### src/source/mips_exc_pkg.sv
`default_nettype none

package mips_exc_pkg;

    // #########################################################################
    // words, issue width and handler vectors.
    // #########################################################################

    typedef logic [31:0] word_t;

    localparam int num_lanes = 2;

    localparam word_t vec_refill  = 32'h8000_0000;
    localparam word_t vec_general = 32'h8000_0180;

    // software write targets.
    localparam logic cp0_sel_status = 1'b0;
    localparam logic cp0_sel_cause  = 1'b1;

    // #########################################################################
    // memory-stage instruction records.
    // #########################################################################

    typedef enum logic [3:0] {
        NOP     = 4'd0,
        LW      = 4'd1,
        LH      = 4'd2,
        LHU     = 4'd3,
        SW      = 4'd4,
        SH      = 4'd5,
        SYSCALL = 4'd6,
        BREAK   = 4'd7,
        ALU     = 4'd8
    } decoded_op_t;

    typedef struct packed {
        logic memwrite;
        logic memtoreg;
    } ctl_t;

    typedef struct packed {
        decoded_op_t op;
        ctl_t        ctl;
    } instr_t;

    typedef struct packed {
        logic   valid;
        instr_t instr;
        word_t  pcplus4;
        // alu result, or the data address for loads and stores.
        word_t  result;
        logic   in_delay_slot;
        logic   exception_instr;
        logic   exception_ri;
        logic   exception_of;
        logic   instr_tlb_invalid;
        logic   instr_tlb_refill;
    } exec_data_t;

    typedef exec_data_t [num_lanes-1:0] issue_bundle_t;

    typedef struct packed {
        logic d_tlb_refill;
        logic d_tlb_invalid;
        logic d_tlb_modified;
    } tu_op_resp_t;

    typedef tu_op_resp_t [num_lanes-1:0] tu_bundle_t;

    // #########################################################################
    // exceptions and cp0.
    // #########################################################################

    typedef enum logic [4:0] {
        EXC_INT  = 5'd0,
        EXC_MOD  = 5'd1,
        EXC_TLBL = 5'd2,
        EXC_TLBS = 5'd3,
        EXC_ADEL = 5'd4,
        EXC_ADES = 5'd5,
        EXC_SYS  = 5'd8,
        EXC_BP   = 5'd9,
        EXC_RI   = 5'd10,
        EXC_OV   = 5'd12
    } exc_code_t;

    typedef struct packed {
        logic      valid;
        exc_code_t code;
        word_t     epc;
        word_t     badvaddr;
        logic      in_delay_slot;
        logic      tlb_refill;
    } exception_t;

    typedef struct packed {
        logic [7:0] im;
        logic       exl;
        logic       ie;
    } cp0_status_t;

    typedef struct packed {
        logic       bd;
        logic [7:0] ip;
        exc_code_t  exc_code;
    } cp0_cause_t;

    // status takes im from data[15:8] and ie from data[0], cause takes ip[1:0] from data[9:8].
    typedef struct packed {
        logic  en;
        logic  sel;
        word_t data;
    } cp0_wr_t;

endpackage

`default_nettype wire
### src/source/exception_unit.sv
`timescale 1ns/1ps
`default_nettype none

module exception_unit (
    input  logic                        clk,
    input  logic                        rst,
    input  logic                        flush,
    input  mips_exc_pkg::issue_bundle_t issue,
    input  mips_exc_pkg::tu_bundle_t    tu_resp,
    input  logic [5:0]                  ext_int,
    input  logic                        timer_interrupt,
    input  mips_exc_pkg::cp0_wr_t       cp0_wr,
    input  logic                        eret,
    output logic                        exception_valid,
    output mips_exc_pkg::word_t         pcexception,
    output mips_exc_pkg::exception_t    exception_data,
    output mips_exc_pkg::issue_bundle_t commit,
    output mips_exc_pkg::cp0_status_t   cp0_status,
    output mips_exc_pkg::cp0_cause_t    cp0_cause
);

    mips_exc_pkg::issue_bundle_t                           stage;
    mips_exc_pkg::exception_t [mips_exc_pkg::num_lanes-1:0] lane_exc;
    logic [mips_exc_pkg::num_lanes-1:0]                    lane_hit;
    logic                                                  kill;

    // the exception registered on this edge drops the bundle issued behind it.
    assign kill = |lane_hit;

    exec_lane_register lane_reg_i (
        .clk   (clk),
        .rst   (rst),
        .flush (flush),
        .kill  (kill),
        .issue (issue),
        .stage (stage)
    );

    generate
        for (genvar i = 0; i < mips_exc_pkg::num_lanes; i++) begin : g_lane
            // interrupts are taken on lane 0 only.
            exception_checker #(
                .take_interrupts (i == 0)
            ) checker_i (
                .data            (stage[i]),
                .tu_op_resp      (tu_resp[i]),
                .ext_int         ((i == 0) ? ext_int : 6'b0),
                .timer_interrupt ((i == 0) ? timer_interrupt : 1'b0),
                .cp0_status      (cp0_status),
                .cp0_cause       (cp0_cause),
                .lane_exc        (lane_exc[i])
            );
            assign lane_hit[i] = lane_exc[i].valid;
        end
    endgenerate

    exception_arbiter arbiter_i (
        .clk             (clk),
        .rst             (rst),
        .lane_exc        (lane_exc),
        .stage           (stage),
        .cp0_status      (cp0_status),
        .exception_valid (exception_valid),
        .pcexception     (pcexception),
        .exception_data  (exception_data),
        .commit          (commit)
    );

    cp0_exception_regs cp0_i (
        .clk             (clk),
        .rst             (rst),
        .exception_valid (exception_valid),
        .exception_data  (exception_data),
        .eret            (eret),
        .cp0_wr          (cp0_wr),
        .ext_int         (ext_int),
        .timer_interrupt (timer_interrupt),
        .cp0_status      (cp0_status),
        .cp0_cause       (cp0_cause)
    );

endmodule

`default_nettype wire

### src/source/cp0_exception_regs.sv
`timescale 1ns/1ps
`default_nettype none

module cp0_exception_regs (
    input  logic                      clk,
    input  logic                      rst,
    input  logic                      exception_valid,
    input  mips_exc_pkg::exception_t  exception_data,
    input  logic                      eret,
    input  mips_exc_pkg::cp0_wr_t     cp0_wr,
    input  logic [5:0]                ext_int,
    input  logic                      timer_interrupt,
    output mips_exc_pkg::cp0_status_t cp0_status,
    output mips_exc_pkg::cp0_cause_t  cp0_cause
);

    always_ff @(posedge clk) begin
        if (rst) begin
            cp0_status <= '0;
            cp0_cause  <= '0;
        end else begin
            // hardware ip bits track the interrupt lines.
            cp0_cause.ip[7:2] <= {ext_int[5] | timer_interrupt, ext_int[4:0]};
            if (exception_valid) begin
                cp0_status.exl     <= 1'b1;
                cp0_cause.bd       <= exception_data.in_delay_slot;
                cp0_cause.exc_code <= exception_data.code;
            end else if (eret) begin
                cp0_status.exl <= 1'b0;
            end
            if (cp0_wr.en && cp0_wr.sel == mips_exc_pkg::cp0_sel_status) begin
                cp0_status.im <= cp0_wr.data[15:8];
                cp0_status.ie <= cp0_wr.data[0];
            end
            if (cp0_wr.en && cp0_wr.sel == mips_exc_pkg::cp0_sel_cause) begin
                cp0_cause.ip[1:0] <= cp0_wr.data[9:8];
            end
        end
    end

endmodule

`default_nettype wire

### src/source/exception_arbiter.sv
`timescale 1ns/1ps
`default_nettype none

module exception_arbiter (
    input  logic                                                  clk,
    input  logic                                                  rst,
    input  mips_exc_pkg::exception_t [mips_exc_pkg::num_lanes-1:0] lane_exc,
    input  mips_exc_pkg::issue_bundle_t                           stage,
    input  mips_exc_pkg::cp0_status_t                             cp0_status,
    output logic                                                  exception_valid,
    output mips_exc_pkg::word_t                                   pcexception,
    output mips_exc_pkg::exception_t                              exception_data,
    output mips_exc_pkg::issue_bundle_t                           commit
);

    logic                        hit;
    mips_exc_pkg::exception_t    sel_exc;
    mips_exc_pkg::issue_bundle_t commit_d;
    mips_exc_pkg::word_t         vector;

    // lane 0 is the oldest. the first excepting lane and all younger ones are dropped.
    always_comb begin
        hit      = 1'b0;
        sel_exc  = '0;
        commit_d = stage;
        for (int i = 0; i < mips_exc_pkg::num_lanes; i++) begin
            if (!hit && lane_exc[i].valid) begin
                hit     = 1'b1;
                sel_exc = lane_exc[i];
            end
            if (hit) begin
                commit_d[i] = '0;
            end
        end
    end

    // a refill taken while already at exception level goes to the general vector.
    assign vector = (sel_exc.tlb_refill && !cp0_status.exl) ? mips_exc_pkg::vec_refill :
                                                              mips_exc_pkg::vec_general;

    always_ff @(posedge clk) begin
        if (rst) begin
            exception_valid <= 1'b0;
            commit          <= '0;
        end else begin
            exception_valid <= hit;
            commit          <= commit_d;
        end
    end

    always_ff @(posedge clk) begin
        pcexception    <= vector;
        exception_data <= sel_exc;
    end

endmodule

`default_nettype wire

### src/source/exception_checker.sv
`timescale 1ns/1ps
`default_nettype none

module exception_checker #(
    parameter bit take_interrupts = 1'b0
) (
    input  mips_exc_pkg::exec_data_t  data,
    input  mips_exc_pkg::tu_op_resp_t tu_op_resp,
    input  logic [5:0]                ext_int,
    input  logic                      timer_interrupt,
    input  mips_exc_pkg::cp0_status_t cp0_status,
    input  mips_exc_pkg::cp0_cause_t  cp0_cause,
    output mips_exc_pkg::exception_t  lane_exc
);

    mips_exc_pkg::decoded_op_t op;
    mips_exc_pkg::word_t       pc;
    mips_exc_pkg::word_t       addr;
    logic [7:0]                pending;
    logic                      int_req;
    logic                      data_read;
    logic                      data_write;
    logic                      load_mis;
    logic                      store_mis;
    logic                      instr_tlb;
    logic                      data_tlb;
    logic                      data_mod;

    assign op   = data.instr.op;
    assign pc   = data.pcplus4 - 32'd4;
    assign addr = data.result;

    assign data_read  = data.instr.ctl.memtoreg;
    assign data_write = data.instr.ctl.memwrite;

    assign load_mis  = ((op == mips_exc_pkg::LW) && (addr[1:0] != 2'b00)) ||
                       ((op == mips_exc_pkg::LH || op == mips_exc_pkg::LHU) && addr[0]);
    assign store_mis = ((op == mips_exc_pkg::SW) && (addr[1:0] != 2'b00)) ||
                       ((op == mips_exc_pkg::SH) && addr[0]);

    assign instr_tlb = data.instr_tlb_refill | data.instr_tlb_invalid;
    assign data_tlb  = (tu_op_resp.d_tlb_refill | tu_op_resp.d_tlb_invalid) &
                       (data_read | data_write);
    assign data_mod  = tu_op_resp.d_tlb_modified & data_write;

    // timer shares ip7 with the top hardware line.
    assign pending = ({ext_int, 2'b00} | cp0_cause.ip | {timer_interrupt, 7'b0}) &
                     cp0_status.im;
    assign int_req = take_interrupts && cp0_status.ie && !cp0_status.exl &&
                     (pending != 8'h00);

    // ########################################################################
    // priority encoding, highest first.
    // ########################################################################

    always_comb begin
        lane_exc               = '0;
        lane_exc.valid         = data.valid;
        lane_exc.epc           = data.in_delay_slot ? (pc - 32'd4) : pc;
        lane_exc.badvaddr      = addr;
        lane_exc.in_delay_slot = data.in_delay_slot;
        if (int_req) begin
            lane_exc.code = mips_exc_pkg::EXC_INT;
        end else if (data.exception_instr) begin
            lane_exc.code     = mips_exc_pkg::EXC_ADEL;
            lane_exc.badvaddr = pc;
        end else if (instr_tlb) begin
            lane_exc.code       = mips_exc_pkg::EXC_TLBL;
            lane_exc.badvaddr   = pc;
            lane_exc.tlb_refill = data.instr_tlb_refill;
        end else if (data.exception_ri) begin
            lane_exc.code = mips_exc_pkg::EXC_RI;
        end else if (op == mips_exc_pkg::SYSCALL) begin
            lane_exc.code = mips_exc_pkg::EXC_SYS;
        end else if (op == mips_exc_pkg::BREAK) begin
            lane_exc.code = mips_exc_pkg::EXC_BP;
        end else if (data.exception_of) begin
            lane_exc.code = mips_exc_pkg::EXC_OV;
        end else if (load_mis) begin
            lane_exc.code = mips_exc_pkg::EXC_ADEL;
        end else if (store_mis) begin
            lane_exc.code = mips_exc_pkg::EXC_ADES;
        end else if (data_tlb) begin
            lane_exc.code       = data_write ? mips_exc_pkg::EXC_TLBS : mips_exc_pkg::EXC_TLBL;
            lane_exc.tlb_refill = tu_op_resp.d_tlb_refill;
        end else if (data_mod) begin
            lane_exc.code = mips_exc_pkg::EXC_MOD;
        end else begin
            // no cause in this lane.
            lane_exc.valid = 1'b0;
        end
    end

endmodule

`default_nettype wire

### src/source/exec_lane_register.sv
`timescale 1ns/1ps
`default_nettype none

module exec_lane_register (
    input  logic                        clk,
    input  logic                        rst,
    input  logic                        flush,
    input  logic                        kill,
    input  mips_exc_pkg::issue_bundle_t issue,
    output mips_exc_pkg::issue_bundle_t stage
);

    logic clear;

    // an exception in the stage drops the bundle arriving behind it.
    assign clear = rst | flush | kill;

    always_ff @(posedge clk) begin
        if (clear) begin
            stage <= '0;
        end else begin
            stage <= issue;
        end
    end

endmodule

`default_nettype wire

### config.mk
export PLATFORM = sky130hd
export DESIGN_NAME = exception_unit
export DESIGN_NICKNAME = d
export VERILOG_FILES = /design/src/source/mips_exc_pkg.sv /design/src/source/exception_unit.sv /design/src/source/cp0_exception_regs.sv /design/src/source/exception_arbiter.sv /design/src/source/exception_checker.sv /design/src/source/exec_lane_register.sv
export SDC_FILE = /design/constraint.sdc
export NUM_CORES = 1
export LEC_CHECK = 0
export ABC_AREA = 1
export BUFFER_PORTS_ARGS = -buffer_cell sky130_fd_sc_hd__clkbuf_2
export CORE_AREA = 3 3 190 192
export CTS_BUF_LIST = sky130_fd_sc_hd__clkbuf_8
export CTS_CLUSTER_SIZE = 30
export DETAILED_ROUTE_END_ITERATION = 6
export DIE_AREA = 0 0 193 195
export HOLD_SLACK_MARGIN = 0.06
export PLACE_DENSITY_LB_ADDON = 0.15
export SYNTH_ARGS = -nofsm -noshare
export SYNTH_HDL_FRONTEND = slang
export SYNTH_HIERARCHICAL = 1
export SYNTH_SLANG_ARGS = --single-unit
### constraint.sdc
create_clock -name clk -period 2.59 [get_ports clk]
set_clock_uncertainty 0.1 [all_clocks]
set_input_delay 0.259 -clock clk [delete_from_list [all_inputs] [get_ports clk]]
set_output_delay 0.259 -clock clk [all_outputs]
set_load 0.02 [all_outputs]
==> results.cfg <==
[placed_design]
numPortBuffers = 434
place.gp.congestion = 0.9265
hpwlAfterDp_mm = 44.63

[clock_network]
clk_pin_slew_ns = 0.07
cts_buffers = 66
cts_sinks = 406
cts-root-buf = clkbuf_8
cts_max_path_buffers = 3
clkLatencyLatePin_ns = 0.64
tritoncts = yes
htreeDepth = 3

[timing]
maxSlewHeadroom_pct = 64.00
post-route-period-util_pct = 98.25
fmax_mhz = 393.0
min_period_ns = 2.545
hold_viol_final = 0
finalSetupViolations = 0
rsz0062_at_grt = yes
maxSlewViolCount = 0
hold_slack_ns = 0.2016
tightestPinTransition_ns = 0.5362

[run_status]
status = finished, final reports clean

[route]
met1_length_mm = 26.05
avgViaCountPerCell = 4.858
drc = 0
wl_per_cell_um = 17.41
vias = 18310
dr.pass1.iters = 6
ant_nets = 0
met2WireLength_mm = 31.15
first_iter_violations = 1356
highest_layer = met4
route.met3.wl_mm = 4.903
finalWirelength_mm = 65.64

[final_layout]
diodes = 0
syn_to_final_growth_pct = 37.76
fin_nets = 3474
layout_commonest_cell = nand2_1
fillCellCount = 2694
drive_above_1_share_pct = 24.86
mostFrequentLayoutCells = nand2_1 (540), inv_1 (487), nor2_1 (453)

[power]
p_sw_uw = 5024
power_uw = 16120
p_clk_share_pct = 38.2
leakagePower_uw = 0.01280
pwr-share-seq_pct = 41.5
power_density_nw_per_um2 = 655.8
switching_share_pct = 31.17
ir_drop_v = 0.0007128
power_frac_comb_pct = 20.3
p_int_uw = 11090

[job]
drv_cap = 0

[die]
dieArea_um2 = 37640
core_um2 = 34540
chipHeight_um = 195
dieWidth_um = 193
ios = 488
initial_core_util_pct = 51.64
row_count = 68

[yosys]
synth_area_um2 = 17840
syn_inst = 2548
yosysWarnings = 6
avgSynthCellArea_um2 = 7.001

[global_routing]
grt_usage_pct = 33.21
grt.overflow.total = 0
antenna_found_initial = 0
grt_pass1_wl_mm = 96.93
grt_pass1_vias = 18000
grt_max_degree = 78

[worst_setup_path]
critPathLaunchType = register
startpoint = cp0_i/cp0_cause[5]$_SDFFE_PP0P_
critPathArrivalTime_ns = 2.99
reg2reg_slack_ns = 0.05
end_kind = register
cp.required_ns = 3.04
reg2reg_depth = 17
crit_type = reg2reg
crit_end = lane_reg_i/stage[40]$_SDFF_PP0_
r2r-start = cp0_i/cp0_cause[5]$_SDFFE_PP0P_
timing.rr.end = lane_reg_i/stage[40]$_SDFF_PP0_
critPathMaxFanout = 15

[min_path]
hold_path_class = in2reg
flip-flops by register name, summed over array words and instances (netlist names):
signal                     flops
arbiter_i/commit             154
lane_reg_i/stage             154
arbiter_i/exception_data      72
cp0_i/cp0_cause               14
cp0_i/cp0_status              10
arbiter_i/exception_valid      1
arbiter_i/pcexception          1
repair_timing:
action,in CTS,in global routing
hold buffers,203,0
pin swaps,1,5
gates cloned,0,3
buffers inserted,0,7
resized for setup,0,55
endpoints found under the setup margin,1,260
hold endpoints to repair,175,0
metrics by stage:
stage	std cells	worst slack (ns)	utilization (%)	TNS, ns	instance area [µm²]
2_1_floorplan	2576	0.3141	-	0	17940
3_3_place_gp	3437	0.02292	59.98	0	20720
3_5_place_dp	3437	-0.003570	59.98	-0.003570	20720
4_1_cts	3759	0.006510	70.11	0	24220
5_1_grt	3769	-0.1417	71.15	-8.223	24580
6_report	3769	0.04522	71.15	0	24580
worst min path at each step:
stage | to | slack [ns] | from | cells past startpoint
finish | lane_reg_i/stage[89]$_SDFF_PP0_ | 0.20 | flush | 5
CTS | lane_reg_i/stage[89]$_SDFF_PP0_ | 0.09 | flush | 5
detailed placement | arbiter_i/commit[97]$_SDFF_PP0_ | 0.32 | lane_reg_i/stage[97]$_SDFF_PP0_ | 2
global route | lane_reg_i/stage[89]$_SDFF_PP0_ | 0.20 | flush | 5
floorplan | arbiter_i/exception_valid$_SDFF_PP0_ | 0.23 | rst | 1
global placement | arbiter_i/commit[89]$_SDFF_PP0_ | 0.32 | lane_reg_i/stage[89]$_SDFF_PP0_ | 2
per-layer routing:
metal / up-vias / GRT usage [%]
li1: 8935 / -
met1: 8300 / 40.49
met2: 863 / 55.68
met3: 210 / 6.445
met4: 0 / 16.85
met5: - / 0
area by class of cell:
cell class	instances	area [µm²]	area share, %
Tap cell	455	569.3	2.316
Clock buffer	85	1170	4.760
Clock inverter	34	295.3	1.202
Sequential cell	406	8129	33.08
Inverter	495	1863	7.581
Multi-Input combinational cell	1562	7418	30.19
Timing Repair Buffer	732	5131	20.88
power by group through the flow:
stage / registers [µW] / logic, µW / clock network, µW
6_report: 6690 / 3270 / 6160
4_1_cts: 6670 / 3080 / 6160
2_1_floorplan: 6920 / 1710 / 0
5_1_grt: 6700 / 3570 / 6490
3_5_place_dp: 6810 / 2830 / 0
3_3_place_gp: 6800 / 2800 / 0
critical path, cell delays in order (launching register included):
cell and delay [ns]:
dfxtp_1 0.34, a22o_1 0.24, inv_1 0.07, nand3_2 0.10, o21bai_1 0.18, buf_4 0.17
nand2_2 0.08, nor3_4 0.12, nand2_1 0.08, nand2_2 0.09, inv_4 0.07, inv_1 0.06
nand2_1 0.05, inv_1 0.08, nand2_4 0.13, buf_12 0.18, clkbuf_16 0.17, nor2_1 0.12
(Power assumes the default switching activity.)
